### src/noc_bridge_consts.svh
/*
 * bridge-wide constants
 * address and data widths, request queue depth, header flit count
 */
`ifndef NOC_BRIDGE_CONSTS_SVH
`define NOC_BRIDGE_CONSTS_SVH

// physical address carried in the second header flit
`define BRIDGE_ADDR_WIDTH 48

// AXI-lite data word, one NoC flit wide
`define BRIDGE_DATA_WIDTH 64

// log2 of the entries in each request queue
`define BRIDGE_QUEUE_DEPTH_LOG2 2

// every request packet opens with this many header flits
`define BRIDGE_HDR_FLITS 3

`endif

### src/axil_pkg.sv
/*
 * AXI-lite side types
 * address, data, strobe and response words, queued write entry, request kind
 */
`default_nettype none

`include "noc_bridge_consts.svh"

package axil_pkg;

    typedef logic [`BRIDGE_ADDR_WIDTH-1:0]   axil_addr_t;
    typedef logic [`BRIDGE_DATA_WIDTH-1:0]   axil_data_t;
    typedef logic [`BRIDGE_DATA_WIDTH/8-1:0] axil_strb_t;  // one bit per byte lane
    typedef logic [1:0]                      axil_resp_t;

    localparam axil_resp_t RESP_OKAY = 2'b00;

    // W channel beat as held in the write data queue
    typedef struct packed {
        axil_data_t data;
        axil_strb_t strb;
    } wr_entry_t;

    // which queue the current packet is built from
    typedef enum logic {
        REQ_LOAD  = 1'b0,
        REQ_STORE = 1'b1
    } req_kind_e;

endpackage

`default_nettype wire

### src/noc_msg_pkg.sv
/*
 * NoC side types
 * flit, node id, message codes, the three header flit layouts, packet phase
 */
`default_nettype none

`include "noc_bridge_consts.svh"

package noc_msg_pkg;

    typedef logic [`BRIDGE_DATA_WIDTH-1:0] noc_flit_t;

    typedef struct packed {
        logic [13:0] chip;
        logic [7:0]  x;
        logic [7:0]  y;
        logic [3:0]  fbits;
    } node_id_t;

    typedef enum logic [7:0] {
        NC_LOAD_REQ  = 8'd14,
        NC_STORE_REQ = 8'd15,
        LOAD_ACK     = 8'd24,  // answers come back with these two
        STORE_ACK    = 8'd25
    } msg_type_e;

    // ========================================================================
    // header flit layouts, msb first
    // ========================================================================
    typedef struct packed {
        node_id_t    dst;
        logic [7:0]  length;    // flits after this one
        msg_type_e   msg_type;
        logic [7:0]  mshrid;
        logic [5:0]  options;
    } hdr1_t;

    typedef struct packed {
        logic [`BRIDGE_ADDR_WIDTH-1:0] addr;
        logic [2:0]                    data_size;
        logic [7:0]                    mask;
        logic [4:0]                    rsvd;
    } hdr2_t;

    typedef struct packed {
        node_id_t    src;
        logic [29:0] rsvd;
    } hdr3_t;

    localparam logic [2:0] DATA_SIZE_8B = 3'd3;
    localparam logic [7:0] LOAD_LEN     = 8'd2;
    localparam logic [7:0] STORE_LEN    = 8'd3;  // two headers plus the data flit

    typedef enum logic [2:0] {
        PH_NONE,
        PH_HDR1,
        PH_HDR2,
        PH_HDR3,
        PH_DATA
    } pkt_phase_e;

endpackage

`default_nettype wire

### src/req_fifo.sv
/*
 * req_fifo
 * synchronous circular request queue, width set by parameter
 */
`timescale 1ns/1ps
`default_nettype none

`include "noc_bridge_consts.svh"

module req_fifo #(
    parameter int WIDTH = 8
) (
    input  logic             clk,
    input  logic             rst_n,
    input  logic             push,
    input  logic [WIDTH-1:0] wdata,
    input  logic             pop,
    output logic [WIDTH-1:0] rdata,
    output logic             full,
    output logic             empty
);

    localparam int PTR_W = `BRIDGE_QUEUE_DEPTH_LOG2;
    localparam int DEPTH = 1 << PTR_W;

    logic [WIDTH-1:0] mem [DEPTH];
    logic [PTR_W-1:0] wr_ptr;
    logic [PTR_W-1:0] rd_ptr;
    logic [PTR_W:0]   count;
    logic             do_push;
    logic             do_pop;

    assign do_push = push && !full;   // overflow is dropped
    assign do_pop  = pop && !empty;

    always_ff @(posedge clk) begin
        if (do_push) mem[wr_ptr] <= wdata;
    end

    always_ff @(posedge clk or negedge rst_n) begin
        if (!rst_n) begin
            wr_ptr <= '0;
            rd_ptr <= '0;
            count  <= '0;
        end else begin
            if (do_push) wr_ptr <= wr_ptr + 1'b1;  // wraps at depth
            if (do_pop)  rd_ptr <= rd_ptr + 1'b1;
            count <= count + (PTR_W+1)'(do_push) - (PTR_W+1)'(do_pop);
        end
    end

    assign rdata = mem[rd_ptr];  // head, valid while not empty
    assign full  = (count == (PTR_W+1)'(DEPTH));
    assign empty = (count == '0);

endmodule

`default_nettype wire

### src/flit_counter.sv
/*
 * flit_counter
 * index of the header flit in flight, flags the last one
 */
`timescale 1ns/1ps
`default_nettype none

`include "noc_bridge_consts.svh"

module flit_counter (
    input  logic       clk,
    input  logic       rst_n,
    input  logic       clear,
    input  logic       advance,
    output logic [1:0] flit_idx,
    output logic       last_hdr
);

    always_ff @(posedge clk or negedge rst_n) begin
        if (!rst_n) begin
            flit_idx <= 2'd0;
        end else if (clear) begin
            flit_idx <= 2'd0;  // clear wins over advance
        end else if (advance) begin
            flit_idx <= flit_idx + 2'd1;
        end
    end

    assign last_hdr = (flit_idx == 2'(`BRIDGE_HDR_FLITS - 1));

endmodule

`default_nettype wire

### src/flit_sequencer.sv
/*
 * flit_sequencer
 * packet FSM, picks load or store, paces flits, pops the queues
 */
`timescale 1ns/1ps
`default_nettype none

module flit_sequencer (
    input  logic                    clk,
    input  logic                    rst_n,
    input  logic                    ar_empty,
    input  logic                    aw_empty,
    input  logic                    w_empty,
    input  logic                    noc_ready,
    input  logic [1:0]              flit_idx,
    input  logic                    last_hdr,
    output axil_pkg::req_kind_e     kind,
    output noc_msg_pkg::pkt_phase_e phase,
    output logic                    noc_valid,
    output logic                    cnt_clear,
    output logic                    cnt_advance,
    output logic                    ar_pop,
    output logic                    aw_pop,
    output logic                    w_pop
);
    import axil_pkg::*;
    import noc_msg_pkg::*;

    typedef enum logic [1:0] {IDLE, HEADER, DATA} seq_state_e;

    seq_state_e state;
    seq_state_e state_next;
    req_kind_e  kind_next;

    always_ff @(posedge clk or negedge rst_n) begin
        if (!rst_n) begin
            state <= IDLE;
            kind  <= REQ_LOAD;
        end else begin
            state <= state_next;
            kind  <= kind_next;
        end
    end

    // ========================================================================
    // next state and flit pacing
    // ========================================================================
    always_comb begin
        state_next  = state;
        kind_next   = kind;
        phase       = PH_NONE;
        noc_valid   = 1'b0;
        cnt_clear   = 1'b0;
        cnt_advance = 1'b0;
        ar_pop      = 1'b0;
        aw_pop      = 1'b0;
        w_pop       = 1'b0;
        unique case (state)
            IDLE: begin
                cnt_clear = 1'b1;
                if (!ar_empty) begin             // reads go first
                    kind_next  = REQ_LOAD;
                    state_next = HEADER;
                end else if (!aw_empty && !w_empty) begin
                    kind_next  = REQ_STORE;
                    state_next = HEADER;
                end
            end
            HEADER: begin
                noc_valid = 1'b1;
                case (flit_idx)
                    2'd0:    phase = PH_HDR1;
                    2'd1:    phase = PH_HDR2;
                    default: phase = PH_HDR3;
                endcase
                if (noc_ready && last_hdr) begin
                    cnt_clear = 1'b1;
                    if (kind == REQ_LOAD) begin
                        ar_pop     = 1'b1;       // load is complete after its headers
                        state_next = IDLE;
                    end else begin
                        state_next = DATA;
                    end
                end else if (noc_ready) begin
                    cnt_advance = 1'b1;
                end
            end
            DATA: begin
                phase     = PH_DATA;
                noc_valid = 1'b1;
                if (noc_ready) begin
                    aw_pop     = 1'b1;
                    w_pop      = 1'b1;
                    state_next = IDLE;
                end
            end
            default: state_next = IDLE;
        endcase
    end

endmodule

`default_nettype wire

### src/flit_builder.sv
/*
 * flit_builder
 * combinational flit assembly from the selected request and the phase
 */
`timescale 1ns/1ps
`default_nettype none

module flit_builder (
    input  axil_pkg::req_kind_e     kind,
    input  noc_msg_pkg::pkt_phase_e phase,
    input  axil_pkg::axil_addr_t    ar_addr,
    input  axil_pkg::axil_addr_t    aw_addr,
    input  axil_pkg::wr_entry_t     wr,
    input  noc_msg_pkg::node_id_t   src_node,
    input  noc_msg_pkg::node_id_t   dst_node,
    output noc_msg_pkg::noc_flit_t  flit
);
    import axil_pkg::*;
    import noc_msg_pkg::*;

    hdr1_t      hdr1;
    hdr2_t      hdr2;
    hdr3_t      hdr3;
    logic       is_store;
    axil_strb_t mask_rev;
    axil_data_t data_rev;

    assign is_store = (kind == REQ_STORE);
    assign mask_rev = {<<{wr.strb}};     // strobe bit 0 ends up in mask bit 7
    assign data_rev = {<<8{wr.data}};    // byte swap for the NoC

    // ========================================================================
    // header fields
    // ========================================================================
    always_comb begin
        hdr1.dst      = dst_node;
        hdr1.length   = is_store ? STORE_LEN : LOAD_LEN;
        hdr1.msg_type = is_store ? NC_STORE_REQ : NC_LOAD_REQ;
        hdr1.mshrid   = 8'd0;
        hdr1.options  = 6'd0;

        hdr2.addr      = is_store ? aw_addr : ar_addr;
        hdr2.data_size = DATA_SIZE_8B;
        hdr2.mask      = is_store ? mask_rev : 8'd0;  // loads carry no mask
        hdr2.rsvd      = 5'd0;

        hdr3.src  = src_node;
        hdr3.rsvd = 30'd0;
    end

    always_comb begin
        unique case (phase)
            PH_HDR1: flit = noc_flit_t'(hdr1);
            PH_HDR2: flit = noc_flit_t'(hdr2);
            PH_HDR3: flit = noc_flit_t'(hdr3);
            PH_DATA: flit = data_rev;
            default: flit = '0;                       // nothing on the wire
        endcase
    end

endmodule

`default_nettype wire

### src/noc_resp_unpacker.sv
/*
 * noc_resp_unpacker
 * consumes NoC acknowledgements, drives the AXI-lite B and R channels
 */
`timescale 1ns/1ps
`default_nettype none

module noc_resp_unpacker (
    input  logic                   clk,
    input  logic                   rst_n,
    input  logic                   noc_valid_in,
    input  noc_msg_pkg::noc_flit_t noc_data_in,
    output logic                   noc_ready_out,
    output logic                   bvalid,
    output axil_pkg::axil_resp_t   bresp,
    input  logic                   bready,
    output logic                   rvalid,
    output axil_pkg::axil_data_t   rdata,
    output axil_pkg::axil_resp_t   rresp,
    input  logic                   rready
);
    import axil_pkg::*;
    import noc_msg_pkg::*;

    typedef enum logic [2:0] {
        WAIT_HDR,
        LOAD_DATA,
        SKIP,
        B_PEND,
        R_PEND
    } unpack_state_e;

    unpack_state_e state;
    hdr1_t         hdr;
    logic [7:0]    skip_cnt;   // flits still to drop
    logic          accept;

    assign hdr           = hdr1_t'(noc_data_in);
    assign noc_ready_out = (state != B_PEND) && (state != R_PEND);  // hold off while a response waits
    assign accept        = noc_valid_in && noc_ready_out;

    always_ff @(posedge clk or negedge rst_n) begin
        if (!rst_n) begin
            state    <= WAIT_HDR;
            skip_cnt <= 8'd0;
        end else begin
            unique case (state)
                WAIT_HDR: begin
                    if (accept) begin
                        if (hdr.msg_type == STORE_ACK) begin
                            state <= B_PEND;
                        end else if (hdr.msg_type == LOAD_ACK) begin
                            state <= LOAD_DATA;
                        end else if (hdr.length != 8'd0) begin
                            skip_cnt <= hdr.length;  // unknown message, drop its body
                            state    <= SKIP;
                        end
                    end
                end
                LOAD_DATA: if (accept) state <= R_PEND;
                SKIP: begin
                    if (accept) begin
                        skip_cnt <= skip_cnt - 8'd1;
                        if (skip_cnt == 8'd1) state <= WAIT_HDR;
                    end
                end
                B_PEND:  if (bready) state <= WAIT_HDR;
                R_PEND:  if (rready) state <= WAIT_HDR;
                default: state <= WAIT_HDR;
            endcase
        end
    end

    // read data back in AXI byte order
    always_ff @(posedge clk) begin
        if (state == LOAD_DATA && accept) rdata <= {<<8{noc_data_in}};
    end

    assign bvalid = (state == B_PEND);
    assign rvalid = (state == R_PEND);
    assign bresp  = RESP_OKAY;
    assign rresp  = RESP_OKAY;

endmodule

`default_nettype wire

### src/axil_noc_bridge.sv
/*
 * axil_noc_bridge
 * top level, request queues, packet sequencer, flit builder, response unpacker
 */
`timescale 1ns/1ps
`default_nettype none

module axil_noc_bridge (
    input  logic                   clk,
    input  logic                   rst_n,
    input  noc_msg_pkg::node_id_t  src_node,
    input  noc_msg_pkg::node_id_t  dst_node,
    // write address
    input  axil_pkg::axil_addr_t   awaddr,
    input  logic                   awvalid,
    output logic                   awready,
    // write data
    input  axil_pkg::axil_data_t   wdata,
    input  axil_pkg::axil_strb_t   wstrb,
    input  logic                   wvalid,
    output logic                   wready,
    // read address
    input  axil_pkg::axil_addr_t   araddr,
    input  logic                   arvalid,
    output logic                   arready,
    // write response
    output axil_pkg::axil_resp_t   bresp,
    output logic                   bvalid,
    input  logic                   bready,
    // read data
    output axil_pkg::axil_data_t   rdata,
    output axil_pkg::axil_resp_t   rresp,
    output logic                   rvalid,
    input  logic                   rready,
    // NoC request port
    output logic                   noc_valid_out,
    output noc_msg_pkg::noc_flit_t noc_data_out,
    input  logic                   noc_ready_in,
    // NoC acknowledgement port
    input  logic                   noc_valid_in,
    input  noc_msg_pkg::noc_flit_t noc_data_in,
    output logic                   noc_ready_out
);
    import axil_pkg::*;
    import noc_msg_pkg::*;

    axil_addr_t aw_head, ar_head;
    wr_entry_t  w_in, w_head;
    logic       aw_full, aw_empty, aw_pop;
    logic       w_full, w_empty, w_pop;
    logic       ar_full, ar_empty, ar_pop;
    logic [1:0] flit_idx;
    logic       last_hdr, cnt_clear, cnt_advance;
    req_kind_e  kind;
    pkt_phase_e phase;

    assign awready = !aw_full;
    assign wready  = !w_full;
    assign arready = !ar_full;
    assign w_in    = '{data: wdata, strb: wstrb};

    // ========================================================================
    // request queues, one push per AXI-lite transfer
    // ========================================================================
    req_fifo #(.WIDTH($bits(axil_addr_t))) aw_q (
        .clk(clk), .rst_n(rst_n), .push(awvalid && awready), .wdata(awaddr),
        .pop(aw_pop), .rdata(aw_head), .full(aw_full), .empty(aw_empty)
    );
    req_fifo #(.WIDTH($bits(wr_entry_t))) w_q (
        .clk(clk), .rst_n(rst_n), .push(wvalid && wready), .wdata(w_in),
        .pop(w_pop), .rdata(w_head), .full(w_full), .empty(w_empty)
    );
    req_fifo #(.WIDTH($bits(axil_addr_t))) ar_q (
        .clk(clk), .rst_n(rst_n), .push(arvalid && arready), .wdata(araddr),
        .pop(ar_pop), .rdata(ar_head), .full(ar_full), .empty(ar_empty)
    );

    flit_counter u_counter (
        .clk(clk), .rst_n(rst_n), .clear(cnt_clear), .advance(cnt_advance),
        .flit_idx(flit_idx), .last_hdr(last_hdr)
    );

    flit_sequencer u_sequencer (
        .clk(clk), .rst_n(rst_n),
        .ar_empty(ar_empty), .aw_empty(aw_empty), .w_empty(w_empty),
        .noc_ready(noc_ready_in), .flit_idx(flit_idx), .last_hdr(last_hdr),
        .kind(kind), .phase(phase), .noc_valid(noc_valid_out),
        .cnt_clear(cnt_clear), .cnt_advance(cnt_advance),
        .ar_pop(ar_pop), .aw_pop(aw_pop), .w_pop(w_pop)
    );

    flit_builder u_builder (
        .kind(kind), .phase(phase), .ar_addr(ar_head), .aw_addr(aw_head), .wr(w_head),
        .src_node(src_node), .dst_node(dst_node), .flit(noc_data_out)
    );

    noc_resp_unpacker u_unpacker (
        .clk(clk), .rst_n(rst_n),
        .noc_valid_in(noc_valid_in), .noc_data_in(noc_data_in), .noc_ready_out(noc_ready_out),
        .bvalid(bvalid), .bresp(bresp), .bready(bready),
        .rvalid(rvalid), .rdata(rdata), .rresp(rresp), .rready(rready)
    );

endmodule

`default_nettype wire

### config.mk
export PLATFORM = sky130hd
export DESIGN_NAME = axil_noc_bridge
export DESIGN_NICKNAME = d
export VERILOG_FILES = /design/src/axil_pkg.sv /design/src/noc_msg_pkg.sv /design/src/req_fifo.sv /design/src/flit_counter.sv /design/src/flit_sequencer.sv /design/src/flit_builder.sv /design/src/noc_resp_unpacker.sv /design/src/axil_noc_bridge.sv
export VERILOG_INCLUDE_DIRS = /design/src /design/src/src
export SDC_FILE = /design/constraint.sdc
export NUM_CORES = 1
export LEC_CHECK = 0
export CORE_ASPECT_RATIO = 1.5
export CORE_MARGIN = 3
export CORE_UTILIZATION = 50
export DETAILED_ROUTE_END_ITERATION = 8
export DONT_BUFFER_PORTS = 1
export PLACE_DENSITY_LB_ADDON = 0.2
export SYNTH_ARGS = -nofsm -noshare
export SYNTH_HDL_FRONTEND = slang
export SYNTH_HIERARCHICAL = 1
export SYNTH_SLANG_ARGS = --single-unit
### constraint.sdc
create_clock -name clk -period 6.23 [get_ports clk]
set_input_delay 1.246 -clock clk [delete_from_list [all_inputs] [get_ports clk]]
set_output_delay 1.246 -clock clk [all_outputs]
set_load 0.1 [all_outputs]
==> impl_metrics.json <==
{
  "die_y_um": 309,
  "max_freq_ghz": 0.187,
  "ys_seq_area_share_pct": 75.1,
  "status": "completed",
  "relSlewSlack_pct": 29.5,
  "maxCapViolCount": 0,
  "post_drt_wl_per_cell_um": 30.7,
  "final_cell_mix": "736 x edfxtp_1, 168 x mux4_2, 80 x buf_4",
  "crit_start": "u_sequencer/state[1]$_DFFE_PN0P_",
  "r2r_cells": 4,
  "layout-drive-gt1-share_pct": 26.4,
  "rsz0062_at_grt": "no",
  "crit_type": "flop to output port",
  "crit_path_end": "noc_data_out[43]",
  "fin_util_pct": 56.4,
  "vdd_drop_max_uv": 343,
  "io_pins": 448,
  "min_period_ns": 5.34,
  "track_usage_pct": 22.1,
  "fin_total_pwr_mw": 17.5,
  "post-dp-hpwl_um": 49400,
  "synth_cells": 1420,
  "endpoint_kind": "output port",
  "async_flop_share_pct": 4.79,
  "synth_cell_types": 72,
  "required_ns": 4.98,
  "cts.repair.resized": 0,
  "fin_ws_ns": 0.893,
  "total_leakage_power_nw": 11.0,
  "yosys_warnings": 6,
  "regToRegSetupSlack_ns": 3.27,
  "grt_max_degree": 65,
  "finalWirelength_um": 72000,
  "coreArea_um2": 60400,
  "place.gp.congestion": 0.854,
  "r2r-end": "w_q/mem[1][39]$_DFFE_PP_",
  "hold_viol_final": 0,
  "placed_cell_area_um2": 31700,
  "syn2layout_area_growth_pct": 11.1,
  "synth_seq_cells": 773,
  "post-route-period-util_pct": 85.7,
  "regToRegStartpoint": "w_q/count[2]$_DFF_PN0_",
  "stdcell_area_um2": 34100,
  "layout_commonest_cell": "edfxtp_1",
  "cts_buffers": 74,
  "cts_tree": "yes",
  "postCtsHoldBufs": 0,
  "power_density_nw_per_um2": 514,
  "cts_num_sinks": 773,
  "netlist_area_um2": 30700,
  "num_vias": 14400,
  "nFillCells": 4412,
  "antenna_found_initial": 8,
  "placementRows": 110,
  "fin_nets": 1842,
  "start_util_pct": 50.8,
  "post_cts_buffers": 0,
  "grt_pass1_wl_um": 104000,
  "tightest_slew_ns": 1.06,
  "finalSetupTns_ns": 0,
  "multi_input_area_um2": 6940,
  "path_clk_slew_ns": 0.06,
  "routed_via_density": 6.14,
  "path_max_fanout": 49,
  "cts_root_buf": "clkbuf_16",
  "clk_path_buf_depth": 3,
  "drt_iter0_drc": 1296,
  "dp_slack_ns": 1.52,
  "cp-start-kind": "flop",
  "overflow": 0,
  "hold_class": "primary input to async pin",
  "yosys_most_used_dff": "edfxtp_1",
  "finalSetupViolCount": 0,
  "htreeDepth": 3,
  "clk_latency_ns": 0.63,
  "final.setup_skew_ns": 0.0288,
  "fp.dieW_um": 208,
  "synth-edff-count": 736,
  "dieArea_um2": 64400,
  "critical_path_arrival_ns": 4.09,
  "drc": 0,
  "final_max_slew_viol_count": 0,
  "ff_latch_area_um2": 23000,
  "postRouteAntennaNets": 0,
  "port_buffers": 0,
  "avgSynthCellArea_um2": 21.6,
  "first_global_vias": 14900,
  "first_pass_iters": 5
}
power by group:
| part | internal (mW) | switching [mW] | total, mW |
|---|---|---|---|
| Sequential | 6.80 | 0.609 | 7.41 |
| Clock | 2.45 | 1.86 | 4.31 |
| Combinational | 1.86 | 3.93 | 5.79 |
critical path, cell delays in order (launching register included):
cell       delay [ns]
dfrtp_1          0.40
inv_1            0.09
ha_1             0.28
buf_4            0.31
nand2_1          0.14
a21oi_1          0.58
or3b_4           0.86
o2bb2ai_1        0.20
a221o_2          0.57
state kept, by name, indices dropped and copies added, names as in the netlist, 3 cells and up:
name,cells
u_unpacker/state,3
w_q/count,3
u_unpacker/rdata,64
ar_q/mem,192
w_q/mem,288
aw_q/count,3
aw_q/mem,192
ar_q/count,3
u_unpacker/skip_cnt,8
synth_stat cells (4+ instances only):
| cell | n | share of area (%) |
|---|---|---|
| edfxtp_1 | 736 | 72 |
| mux2i_1 | 47 | 1.5 |
| dfrtp_1 | 37 | 3.0 |
| buf_6 | 13 | 0.48 |
| xnor2_1 | 13 | 0.37 |
| mux4_2 | 168 | 12 |
| buf_12 | 12 | 0.78 |
| o21ai_0 | 11 | 0.18 |
| nand2_1 | 30 | 0.37 |
| a22o_1 | 8 | 0.23 |
| a221o_1 | 31 | 1.0 |
| o21ai_2 | 7 | 0.20 |
| nor2b_1 | 5 | 0.10 |
| nor2_1 | 19 | 0.23 |
| nand4bb_1 | 6 | 0.22 |
| buf_4 | 11 | 0.27 |
| and3b_1 | 13 | 0.37 |
| nor3_1 | 5 | 0.082 |
| o211ai_1 | 8 | 0.20 |
| inv_1 | 34 | 0.42 |
| buf_2 | 26 | 0.42 |
| nand2b_1 | 16 | 0.33 |
| a21oi_1 | 11 | 0.18 |
| ha_1 | 25 | 1.0 |
| and2_1 | 7 | 0.14 |
| clkbuf_1 | 10 | 0.12 |
| nand3_1 | 5 | 0.082 |
| a21o_1 | 4 | 0.098 |
| o2bb2ai_1 | 33 | 0.94 |
worst min path at each step:
stage | from | to | slack (ns) | cells after the start
global route | rst_n | u_sequencer/state[0]$_DFFE_PN0P_ | 0.29 | 0
floorplan | u_unpacker/skip_cnt[1]$_DFFE_PN0P_ | u_unpacker/skip_cnt[1]$_DFFE_PN0P_ | 0.49 | 1
global placement | u_unpacker/skip_cnt[1]$_DFFE_PN0P_ | u_unpacker/skip_cnt[1]$_DFFE_PN0P_ | 0.50 | 1
CTS | rst_n | u_sequencer/state[0]$_DFFE_PN0P_ | 0.27 | 0
finish | rst_n | aw_q/wr_ptr[0]$_DFFE_PN0P_ | 0.33 | 0
detailed placement | u_unpacker/skip_cnt[1]$_DFFE_PN0P_ | u_unpacker/skip_cnt[1]$_DFFE_PN0P_ | 0.52 | 1
routing by layer:
metal / part of all wire [%] / vias to the layer above / global-route usage [%]
met4: 3.1 / 6 / 7.69
met1: 37 / 7600 / 26.8
met2: 51 / 575 / 36.6
met3: 9.6 / 132 / 8.47
li1: - / 6078 / -
met5: 0.064 / - / 0
layout make-up:
cell class	instances	share of cell area, %
clock inverter	36	0.900
tap	784	2.88
timing repair buffer	82	1.90
antenna	1	0.00735
sequential	773	67.7
multi-input combinational	540	20.4
inverter	34	0.375
clock buffer	95	5.91
stage by stage:
stage          cells  hold WS, ns
2_1_floorplan   1423        0.488
3_3_place_gp    2213        0.505
3_5_place_dp    2213        0.518
4_1_cts         2344        0.274
5_1_grt         2344        0.287
6_report        2345        0.329
logic make-up (layout without fill, tap and decap cells):
family / Yosys count / after routing / share of synthesized area [%]
compound gates: 143 / 143 / 3.91
xor+xnor: 16 / 16 / 0.457
fa+ha+maj: 28 / 28 / 1.22
buf+inv: 110 / 247 / 2.58
flops: 773 / 773 / 75.1
mux: 216 / 216 / 13.9
other cells: 1 / 5 / 0.0122
simple gates: 133 / 133 / 2.82
(Power assumes the default switching activity.)
